--- config.mk ---
export PLATFORM = sky130hd
export DESIGN_NAME = core_shell_top
export DESIGN_NICKNAME = d
export VERILOG_FILES = /design/src/core_shell_pkg.sv /design/src/core_shell_top.sv /design/src/data_mem_port.sv /design/src/gpio_config_regs.sv /design/src/inst_mem_port.sv /design/src/run_controller.sv
export SDC_FILE = /design/constraint.sdc
export NUM_CORES = 1
export LEC_CHECK = 0
export ABC_CLOCK_PERIOD_IN_PS = 4900
export BUFFER_PORTS_ARGS = -buffer_cell sky130_fd_sc_hd__buf_2
export CORE_AREA = 2 2 237 239
export CTS_BUF_LIST = sky130_fd_sc_hd__clkbuf_16
export DETAILED_ROUTE_END_ITERATION = 6
export DIE_AREA = 0 0 239 241
export PLACE_DENSITY = 0.47
export SLEW_MARGIN = 10
export SYNTH_ARGS = -nofsm -noshare
export SYNTH_HDL_FRONTEND = slang
export SYNTH_SLANG_ARGS = --single-unit
--- constraint.sdc ---
create_clock -name clk -period 4.9 [get_ports clk]
set_input_delay 0.49 -clock clk [delete_from_list [all_inputs] [get_ports clk]]
set_output_delay 0.49 -clock clk [all_outputs]
set_load 0.02 [all_outputs]
--- src/core_shell_pkg.sv ---
`default_nettype none

package core_shell_pkg;

    // data or address word
    typedef logic [31:0] xlen_t;
    // byte lane write enable
    typedef logic [3:0]  byte_en_t;
    // gpio control word, one bit per command
    typedef logic [31:0] ctrl_word_t;
    // fetch wait and recovery counters
    typedef logic [3:0]  wait_cnt_t;

    localparam int unsigned CTRL_START_BIT = 0;
    localparam int unsigned CTRL_RESET_BIT = 1;

    // result-matching cycles before the run stops
    localparam int unsigned DRAIN_CYCLES   = 30;
    // held request cycles up to the fetch grant
    localparam int unsigned GRANT_WAIT     = 2;
    // idle cycles after a fetch grant
    localparam int unsigned RECOVER_CYCLES = 1;

    typedef struct packed {
        logic     req;
        xlen_t    addr;
        logic     we;
        byte_en_t be;
        xlen_t    wdata;
    } mem_req_t;

    typedef struct packed {
        xlen_t rdata;
        logic  gnt;
        logic  rvalid;
    } mem_rsp_t;

    typedef struct packed {
        logic     enb;
        byte_en_t web;
        xlen_t    addrb;
        xlen_t    dinb;
    } dbram_t;

    typedef struct packed {
        logic  enb;
        xlen_t addrb;
    } ibram_t;

    typedef struct packed {
        xlen_t mem_offset;
        xlen_t boot_pc;
        xlen_t success_code;
    } run_cfg_t;

    typedef enum logic {
        COUNTING,
        RECOVERING
    } run_state_t;

endpackage

`default_nettype wire

--- src/core_shell_top.sv ---
`timescale 1ns/1ps
`default_nettype none

module core_shell_top import core_shell_pkg::*; (
    input  logic       clk,
    input  logic       reset,
    input  ctrl_word_t gpio_ctrl_i,
    input  xlen_t      gpio_offset_i,
    input  xlen_t      gpio_boot_pc_i,
    input  xlen_t      gpio_success_i,
    input  xlen_t      core_result_i,
    input  mem_req_t   data_req_i,
    input  mem_req_t   inst_req_i,
    input  xlen_t      dbram_dout_i,
    input  xlen_t      ibram_dout_i,
    output mem_rsp_t   data_rsp_o,
    output mem_rsp_t   inst_rsp_o,
    output dbram_t     dbram_o,
    output ibram_t     ibram_o,
    output logic       run_enable_o,
    output logic       stop_o,
    output xlen_t      cycle_count_o,
    output xlen_t      boot_pc_o
);

    logic     start_pulse;
    logic     soft_reset_pulse;
    run_cfg_t cfg;

    // boot pc goes out to the core
    assign boot_pc_o = cfg.boot_pc;

    gpio_config_regs u_gpio_config_regs (
        .clk          (clk),
        .reset        (reset),
        .ctrl_i       (gpio_ctrl_i),
        .offset_i     (gpio_offset_i),
        .boot_pc_i    (gpio_boot_pc_i),
        .success_i    (gpio_success_i),
        .start_o      (start_pulse),
        .soft_reset_o (soft_reset_pulse),
        .cfg_o        (cfg)
    );

    run_controller u_run_controller (
        .clk            (clk),
        .reset          (reset),
        .start_i        (start_pulse),
        .soft_reset_i   (soft_reset_pulse),
        .result_i       (core_result_i),
        .success_code_i (cfg.success_code),
        .run_enable_o   (run_enable_o),
        .stop_o         (stop_o),
        .cycle_count_o  (cycle_count_o)
    );

    data_mem_port u_data_mem_port (
        .clk          (clk),
        .reset        (reset),
        .run_enable_i (run_enable_o),
        .mem_offset_i (cfg.mem_offset),
        .req_i        (data_req_i),
        .dout_i       (dbram_dout_i),
        .rsp_o        (data_rsp_o),
        .bram_o       (dbram_o)
    );

    inst_mem_port u_inst_mem_port (
        .clk          (clk),
        .reset        (reset),
        .run_enable_i (run_enable_o),
        .req_i        (inst_req_i),
        .dout_i       (ibram_dout_i),
        .rsp_o        (inst_rsp_o),
        .bram_o       (ibram_o)
    );

endmodule

`default_nettype wire

--- src/data_mem_port.sv ---
`timescale 1ns/1ps
`default_nettype none

module data_mem_port import core_shell_pkg::*; (
    input  logic     clk,
    input  logic     reset,
    input  logic     run_enable_i,
    input  xlen_t    mem_offset_i,
    input  mem_req_t req_i,
    input  xlen_t    dout_i,
    output mem_rsp_t rsp_o,
    output dbram_t   bram_o
);

    logic     accepted;
    logic     rvalid_q;
    byte_en_t write_lanes;

    // requests only count while the run is enabled
    assign accepted    = req_i.req & run_enable_i;
    assign write_lanes = (accepted && req_i.we) ? req_i.be : '0;

    // bram holds data relative to the configured offset
    assign bram_o = '{
        enb:   accepted,
        web:   write_lanes,
        addrb: req_i.addr - mem_offset_i,
        dinb:  req_i.wdata
    };

    // grant in the request cycle, read data straight from the bram
    assign rsp_o = '{
        rdata:  dout_i,
        gnt:    accepted,
        rvalid: rvalid_q
    };

    // one-cycle read latency, back-to-back requests pipeline through
    always_ff @(posedge clk) begin
        if (reset) begin
            rvalid_q <= 1'b0;
        end else begin
            rvalid_q <= accepted;
        end
    end

endmodule

`default_nettype wire

--- src/gpio_config_regs.sv ---
`timescale 1ns/1ps
`default_nettype none

module gpio_config_regs import core_shell_pkg::*; (
    input  logic       clk,
    input  logic       reset,
    input  ctrl_word_t ctrl_i,
    input  xlen_t      offset_i,
    input  xlen_t      boot_pc_i,
    input  xlen_t      success_i,
    output logic       start_o,
    output logic       soft_reset_o,
    output run_cfg_t   cfg_o
);

    // last sampled level of the two command bits
    logic prev_start;
    logic prev_soft_reset;

    // rising edge detect, pulse lasts one cycle
    always_ff @(posedge clk) begin
        if (reset) begin
            prev_start      <= 1'b0;
            prev_soft_reset <= 1'b0;
            start_o         <= 1'b0;
            soft_reset_o    <= 1'b0;
        end else begin
            prev_start      <= ctrl_i[CTRL_START_BIT];
            prev_soft_reset <= ctrl_i[CTRL_RESET_BIT];
            start_o         <= ctrl_i[CTRL_START_BIT] & ~prev_start;
            soft_reset_o    <= ctrl_i[CTRL_RESET_BIT] & ~prev_soft_reset;
        end
    end

    // configuration words, one cycle behind the gpio inputs
    always_ff @(posedge clk) begin
        cfg_o.mem_offset   <= offset_i;
        cfg_o.boot_pc      <= boot_pc_i;
        cfg_o.success_code <= success_i;
    end

endmodule

`default_nettype wire

--- src/inst_mem_port.sv ---
`timescale 1ns/1ps
`default_nettype none

module inst_mem_port import core_shell_pkg::*; (
    input  logic     clk,
    input  logic     reset,
    input  logic     run_enable_i,
    input  mem_req_t req_i,
    input  xlen_t    dout_i,
    output mem_rsp_t rsp_o,
    output ibram_t   bram_o
);

    run_state_t state;
    wait_cnt_t  wait_cnt;
    wait_cnt_t  recover_cnt;
    logic       accepted;
    logic       grant;
    logic       rvalid_q;

    // read-only port, write fields of the request are ignored
    assign accepted = req_i.req & run_enable_i;
    assign grant    = (state == COUNTING) && accepted
                      && (wait_cnt == wait_cnt_t'(GRANT_WAIT - 1));

    assign bram_o = '{enb: grant, addrb: req_i.addr};
    assign rsp_o  = '{rdata: dout_i, gnt: grant, rvalid: rvalid_q};

    always_ff @(posedge clk) begin
        if (reset) begin
            state       <= COUNTING;
            wait_cnt    <= '0;
            recover_cnt <= '0;
            rvalid_q    <= 1'b0;
        end else begin
            rvalid_q <= grant;
            case (state)
                COUNTING: begin
                    // count only held request cycles, hold otherwise
                    if (grant) begin
                        wait_cnt    <= '0;
                        recover_cnt <= '0;
                        state       <= RECOVERING;
                    end else if (accepted) begin
                        wait_cnt <= wait_cnt + 1'b1;
                    end
                end
                RECOVERING: begin
                    if (recover_cnt == wait_cnt_t'(RECOVER_CYCLES - 1)) begin
                        state <= COUNTING;
                    end else begin
                        recover_cnt <= recover_cnt + 1'b1;
                    end
                end
                default: state <= COUNTING;
            endcase
        end
    end

endmodule

`default_nettype wire

--- src/run_controller.sv ---
`timescale 1ns/1ps
`default_nettype none

module run_controller import core_shell_pkg::*; (
    input  logic  clk,
    input  logic  reset,
    input  logic  start_i,
    input  logic  soft_reset_i,
    input  xlen_t result_i,
    input  xlen_t success_code_i,
    output logic  run_enable_o,
    output logic  stop_o,
    output xlen_t cycle_count_o
);

    // enabled cycles with the core result at the success code
    xlen_t drain_count;
    logic  result_match;
    logic  drain_done;

    assign result_match = run_enable_o && (result_i == success_code_i);
    assign drain_done   = (drain_count >= DRAIN_CYCLES);

    always_ff @(posedge clk) begin
        if (reset || soft_reset_i) begin
            run_enable_o  <= 1'b0;
            stop_o        <= 1'b0;
            cycle_count_o <= '0;
            drain_count   <= '0;
        end else begin
            // a start restarts the cycle count from zero
            if (start_i) begin
                run_enable_o  <= 1'b1;
                cycle_count_o <= '0;
            end else if (run_enable_o) begin
                cycle_count_o <= cycle_count_o + 1'b1;
            end

            if (result_match) begin
                drain_count <= drain_count + 1'b1;
            end

            // end of run wins over a start in the same cycle
            if (drain_done) begin
                stop_o       <= 1'b1;
                run_enable_o <= 1'b0;
            end
        end
    end

endmodule

`default_nettype wire

==> impl_results.md, run 1 <==
* Status: completed
* Site row count at 86
* Avg Inst Size Synth at 8.89 um^2
* Total Power at 3.61 mW
* Number of synthesized flops with an enable pin at 0
* Die Ht at 241 um
* Worst-skew pair later-pin latency at 480 ps
* Die width at 239 um
* CP Capture Type: output port
* Largest net degree at the start of global routing at 33
* Sink Count at 177
* Post-synth top cells: dfxtp_1 (177), buf_4 (167), nor2_1 (97)
* Worst vdd ir at 255 uV
* Fmax at 253 MHz
* Vias in the first global route at 6945
* CP max FO at 5
* Post-synthesis sequential area ratio at 0.394
* Clock Path Buffers at 2
* Net Count, Synth at 1417
* Antenna violations before repair at 1
* Max-slew headroom at 0.238
* Via-per-instance ratio at 3.84
* Final setup vio count at 0
* # DRC at 0
* PostCTS Resize Cnt at 0
* Synthesis Warnings at 0
* Initial core utilization at 0.164
* Hold Path Class: input port to flip-flop
* TritonCTS buffer count at 17
* Leak at 4.51 nW
* Clock slew at reported path FFs at 90 ps
* Core Region at 54900 um^2
* Final Slew Violations at 0
* Yosys reg bits at 177
* Root buffer cell: clkbuf_16
* Power per Cell Area at 341 nW/um^2
* Syn-to-layout area delta at 17.9%
* RSZ-0062 raised after global routing: no
* Post-CTS Hold Buffers at 0
* CP startpoint kind: flip-flop
* Layout cells sized above 1 at 0.289
* Clock H-tree levels at 4
* Via count at 7055
* Post-CTS Setup Bufs at 0
* Gr ovfl total at 0
* Critical path class: flip-flop to output port
* Clock Skew at 13.5 ps
* Post-layout min period at 3960 ps
* HPWL after DPL at 22100 um
* Critical Path RT at 4410 ps
* First-pass GRT wire length at 39600 um
* Ports at 602
* Layout Nets at 1526
* Ys flop type: dfxtp_1
* Tightest Pin Transition at 1140 ps
* Drt total wl at 27700 um
* DIE AREA at 57600 um^2
* Setup TNS at 0 ps
* Synth unique cells at 65
* Post-synthesis cell count at 1012
* Share of Yosys cell area claimed by the top area cell type at 0.394
* CTS tree: yes
* Cell taking the most area after synthesis: dfxtp_1
* GPL Wtd Cong at 0.882
* Max-cap violations at 0
* WL/cell at 15.0 um
* Top cells by area, synth: dfxtp_1 (39%), buf_4 (14%), xnor2_1 (7.1%), ha_1 (5.3%), nor2_1 (4.0%)
* Final period util at 0.808
* Routed Antenna Nets at 0
* Total track usage at 0.0931
* Asr flop ratio synth at 0
* Number of port buffers at 278
* Crit path DAT at 3470 ps
* 1st-pass router iterations at 6
* Hold Vio Cnt, Final at 0
* Final hold slack at 104 ps
* DRT iter0 DRCs at 204
* Cell with the most instances after synthesis: dfxtp_1
* Synth Cell Area at 8990 um^2
==> placed cells by master (no fill, tap or decap), types with 6 or more instances in the layout <==
master     instances
a211oi_1           7
a21o_1             8
a21oi_1           37
a31oi_1            8
and2_1             8
and3_1            10
buf_2            278
clkbuf_16         17
dfxtp_1          177
ha_1              38
inv_1             57
inv_12             7
nand2_1           56
nand2b_1           6
nand3_1           27
nand4_1           23
nor2_1            97
nor2b_1           10
nor3_1            15
nor4_1            16
o211ai_1          11
o21a_1             9
o21ai_0           26
or3_1             13
xnor2_1           73
xor2_1            36
==> flip-flops by register name, summed over array words and instances (netlist names), 4 cells and up <==
name	flops
u_gpio_config_regs.cfg_o	96
u_inst_mem_port.wait_cnt	4
u_run_controller.cycle_count_o	32
u_run_controller.drain_count	32
u_inst_mem_port.recover_cnt	4
==> logic make-up after synthesis <==
logic type,Yosys count,synth area share
compound gates,129,0.0928
xor+xnor,109,0.106
fa+ha+maj,39,0.0551
buf+inv,247,0.174
flops,177,0.394
mux,3,0.00334
simple gates,308,0.175
==> worst max-delay path: stages, from the launching register on <==
cell and delay [ps]:
dfxtp_1 300, ha_1 210, fa_1 400, and2b_1 240, o211ai_1 140, a31oi_1 430, a31o_2 280, a21oi_1 210
o41ai_1 440, xor2_1 170, buf_2 190
==> metrics by stage <==
step / utilization / instance area (um^2) / setup slack (ps) / std cells
2_1_floorplan: - / 8990 / 1540 / 1012
3_5_place_dp: 0.181 / 9930 / 1060 / 1806
5_1_grt: 0.193 / 10600 / 654 / 1839
3_3_place_gp: 0.181 / 9930 / 1020 / 1806
4_1_cts: 0.193 / 10600 / 838 / 1838
6_report: 0.193 / 10600 / 941 / 1839
==> cell type report <==
cell class                 count  area [um^2]
fill                        6150        44300
multi-input combinational    588         3880
sequential                   177         3540
timing repair buffer         280         1410
tap                          704          881
clock buffer                  17          425
clock inverter                15          243
inverter                      57          214
antenna                        1         2.50
==> per-layer routing <==
layer | part of all wire | global-route usage | vias up
met5 | 0 | 0.00253 | -
met4 | 0.068 | 0.0750 | 0
met3 | 0.12 | 0.0491 | 112
met2 | 0.47 | 0.155 | 335
met1 | 0.34 | 0.0851 | 3145
li1 | - | - | 3463
==> power breakdown <==
| part | internal, mW | total, mW | switching [mW] |
|---|---|---|---|
| Combinational | 0.224 | 0.562 | 0.338 |
| Clock | 0.741 | 1.55 | 0.811 |
| Sequential | 1.48 | 1.50 | 0.0160 |
==> worst paths after layout <==
path	from	endpoint	slack [ps]	cells after the start
hold / removal	gpio_boot_pc_i[17]	u_gpio_config_regs.cfg_o[49]$_DFF_P_	100	1
hold reg to reg	u_gpio_config_regs.prev_soft_reset$_SDFF_PP0_	u_gpio_config_regs.soft_reset_o$_SDFF_PP0_	380	1
setup / recovery	u_gpio_config_regs.cfg_o[64]$_DFF_P_	dbram_o[60]	940	10
setup reg to reg	u_run_controller.run_enable_o$_SDFFE_PP0P_	u_run_controller.drain_count[28]$_SDFFE_PP0P_	1970	6
Power figures use the tool's default switching activity.
==> inputs of run 2 (changes only) <==
--- a/config.mk
+++ b/config.mk
@@ -5,13 +5,13 @@
 export SDC_FILE = /design/constraint.sdc
 export NUM_CORES = 1
 export LEC_CHECK = 0
-export ABC_CLOCK_PERIOD_IN_PS = 4900
+export ABC_CLOCK_PERIOD_IN_PS = 3550
 export BUFFER_PORTS_ARGS = -buffer_cell sky130_fd_sc_hd__buf_2
 export CORE_AREA = 2 2 237 239
 export CTS_BUF_LIST = sky130_fd_sc_hd__clkbuf_16
 export DETAILED_ROUTE_END_ITERATION = 6
 export DIE_AREA = 0 0 239 241
-export PLACE_DENSITY = 0.47
+export PLACE_DENSITY = 0.49
 export SLEW_MARGIN = 10
 export SYNTH_ARGS = -nofsm -noshare
 export SYNTH_HDL_FRONTEND = slang
==> constraint.sdc (replaced) <==
create_clock -name clk -period 3.55 [get_ports clk]
set_input_delay 0.355 -clock clk [delete_from_list [all_inputs] [get_ports clk]]
set_output_delay 0.355 -clock clk [all_outputs]
set_load 0.02 [all_outputs]
==> run 2 against run 1 <==
Against the previous run:
- clock skew down 0.77 ps
- sequential cell count unchanged
- combinational power up 67%
- count of clock-buffer cells in the layout unchanged
- total power up 39%
- critical path depth up 2
- global-route usage up 1.1 points
- worst hold slack better by 38 ps
- clock power up 30%
==> impl_results.md, run 2 (same netlist as run 1, synthesis figures left out) <==
* DRT iter0 DRCs at 239
* Top Registers: u_gpio_config_regs.cfg_o x96, u_run_controller.cycle_count_o x32, u_run_controller.drain_count x32
* Combinational Power Share at 0.187
* Placed insts at 1819
* Ports at 602
* Syn-to-layout area delta at 31.1%
* Max-slew headroom at 0.228
* CP peak stage delay at 390 ps
* Fillers at 6041
* Worst path cell trace: ha_4 -> fa_2 -> and2b_1 -> o211ai_1 -> a31oi_1 -> buf_4 -> a31o_4 -> a21oi_4 -> buf_6 -> o31ai_4 -> xor2_1 -> buf_4
* Critical path class: flip-flop to output port
* Clock Path Buffers at 2
* Tightest Pin Transition at 1160 ps
* Hold Path Class: input port to flip-flop
* Final Non-Filler Cells at 1954
* CP max-delay cell: fa_2
* Status: completed
* WL/cell at 16.0 um
* Internal Power at 3.43 mW
* Core Region at 54900 um^2
* Max reg flops at 96
* Layout cells sized above 1 at 0.290
* Sequential cell fraction of total power at 0.412
* Sw frac at 0.318
* R2R setup slack at 1130 ps
* Total track usage at 0.104
* Clock H-tree levels at 4
* Post-DP Area at 10000 um^2
* Site row count at 86
* Clock slew at reported path FFs at 80 ps
* TritonCTS buffer count at 17
* Leak at 5.00 nW
* P_sw at 1.60 mW
* Antenna violations before repair at 0
* RSZ-0062 raised after global routing: yes
* Via count at 7598
* Worst-skew pair later-pin latency at 470 ps
* DIE AREA at 57600 um^2
* GPL Wtd Cong at 0.856
* Commonest non-fill, non-tap cell in the layout: buf_2
* Sink Count at 177
* First-pass GRT wire length at 44200 um
* Most frequent cells in the layout: buf_2 (274), dfxtp_1 (175), nor2_1 (97), dlygate4sd3_1 (96), xnor2_1 (73)
* Die width at 239 um
* Critical Path RT at 3190 ps
* CP max FO at 4
* Routed Antenna Nets at 0
* Drt total wl at 31400 um
* Final setup vio count at 0
* Setup TNS at 0 ps
* Fmax at 294 MHz
* Final hold slack at 141 ps
* Family with the most delay on the worst path: compound AO/OA/AOI/OAI gates
* Hold Vio Cnt, Final at 0
* Total Power at 5.02 mW
* Number of port buffers at 278
* Gr ovfl total at 0
* Largest net degree at the start of global routing at 33
* Final Instance Area at 11800 um^2
* CP startpoint kind: flip-flop
* # DRC at 0
* Post-layout min period at 3400 ps
* WP buf/inv at 3
* CTS tree: yes
* Final period util at 0.957
* Die Ht at 241 um
* Layout Nets at 1642
* Power per Cell Area at 426 nW/um^2
* Crit path DAT at 3040 ps
* CP Capture Type: output port
* Biggest register: u_gpio_config_regs.cfg_o
* Vias in the first global route at 7577
* ANT cells at 0
* Max-cap violations at 0
* Via-per-instance ratio at 3.89
* 1st-pass router iterations at 4
* Final Slew Violations at 0
* Clock share of power at 0.401
* Initial core utilization at 0.164
* HPWL after DPL at 23600 um
* Worst vdd ir at 352 uV
* Crit path top cell by count: buf_4
* Clock Skew at 12.8 ps
* Root buffer cell: clkbuf_16
==> run 2: cell types whose count changed in the layout (fill, tap and decap cells not counted), sizes merged <==
cell / change
dlygate4sd3: +96
buf: +20
clkinv: +5
inv: -5
diode: -1
==> run 2: final cells by class <==
cell class / count / area (um^2) / area share
multi-input cells: 588 / 4010 / 0.340
flip-flops and latches: 177 / 3550 / 0.301
repair buffers: 396 / 2530 / 0.215
well taps: 704 / 881 / 0.0747
clock buffers: 17 / 425 / 0.0361
inverters: 57 / 214 / 0.0181
clock inverters: 15 / 181 / 0.0154
==> run 2: power groups by stage <==
stage | clock (mW) | sequential, mW | combinational [mW]
after floorplan | 0 | 2.11 | 0.714
after global placement | 0 | 2.12 | 0.803
after detailed placement | 0 | 2.12 | 0.809
after CTS | 2.15 | 2.07 | 0.917
after global routing | 2.19 | 2.08 | 1.01
final | 2.01 | 2.07 | 0.939
==> run 2: path summary, 6_finish.rpt <==
check                                                       end                                  startpoint  cells after the start
setup reg to reg  u_run_controller.drain_count[27]$_SDFFE_PP0P_  u_run_controller.run_enable_o$_SDFFE_PP0P_                      7
setup / recovery                                    dbram_o[58]        u_gpio_config_regs.cfg_o[64]$_DFF_P_                     12
hold / removal         u_gpio_config_regs.prev_start$_SDFF_PP0_                              gpio_ctrl_i[0]                      2
hold reg to reg           u_gpio_config_regs.start_o$_SDFF_PP0_    u_gpio_config_regs.prev_start$_SDFF_PP0_                      1
==> run 2: per-layer routing <==
layer / vias to the layer above / GRT usage / wire [um]
met2: 333 / 0.180 / 15600
met1: 3458 / 0.0914 / 10300
li1: 3695 / - / -
met4: 2 / 0.0886 / 2360
met3: 110 / 0.0482 / 3040
met5: - / 0.00589 / 36
==> run 2: per-stage QoR <==
stage | util | setup slack [ps]
global route | 0.215 | -27.8
CTS | 0.213 | -24.4
detailed placement | 0.183 | 129
floorplan | - | 458
finish | 0.215 | 151
global placement | 0.183 | 153
==> run 2: what timing repair did <==
| item | CTS | global route |
|---|---|---|
| pin swaps | 5 | 8 |
| endpoints found under the hold margin | 96 | 0 |
| resized for setup | 14 | 17 |
| setup buffers | 2 | 5 |
| endpoints found under the setup margin | 11 | 12 |
| hold buffers | 96 | 0 |
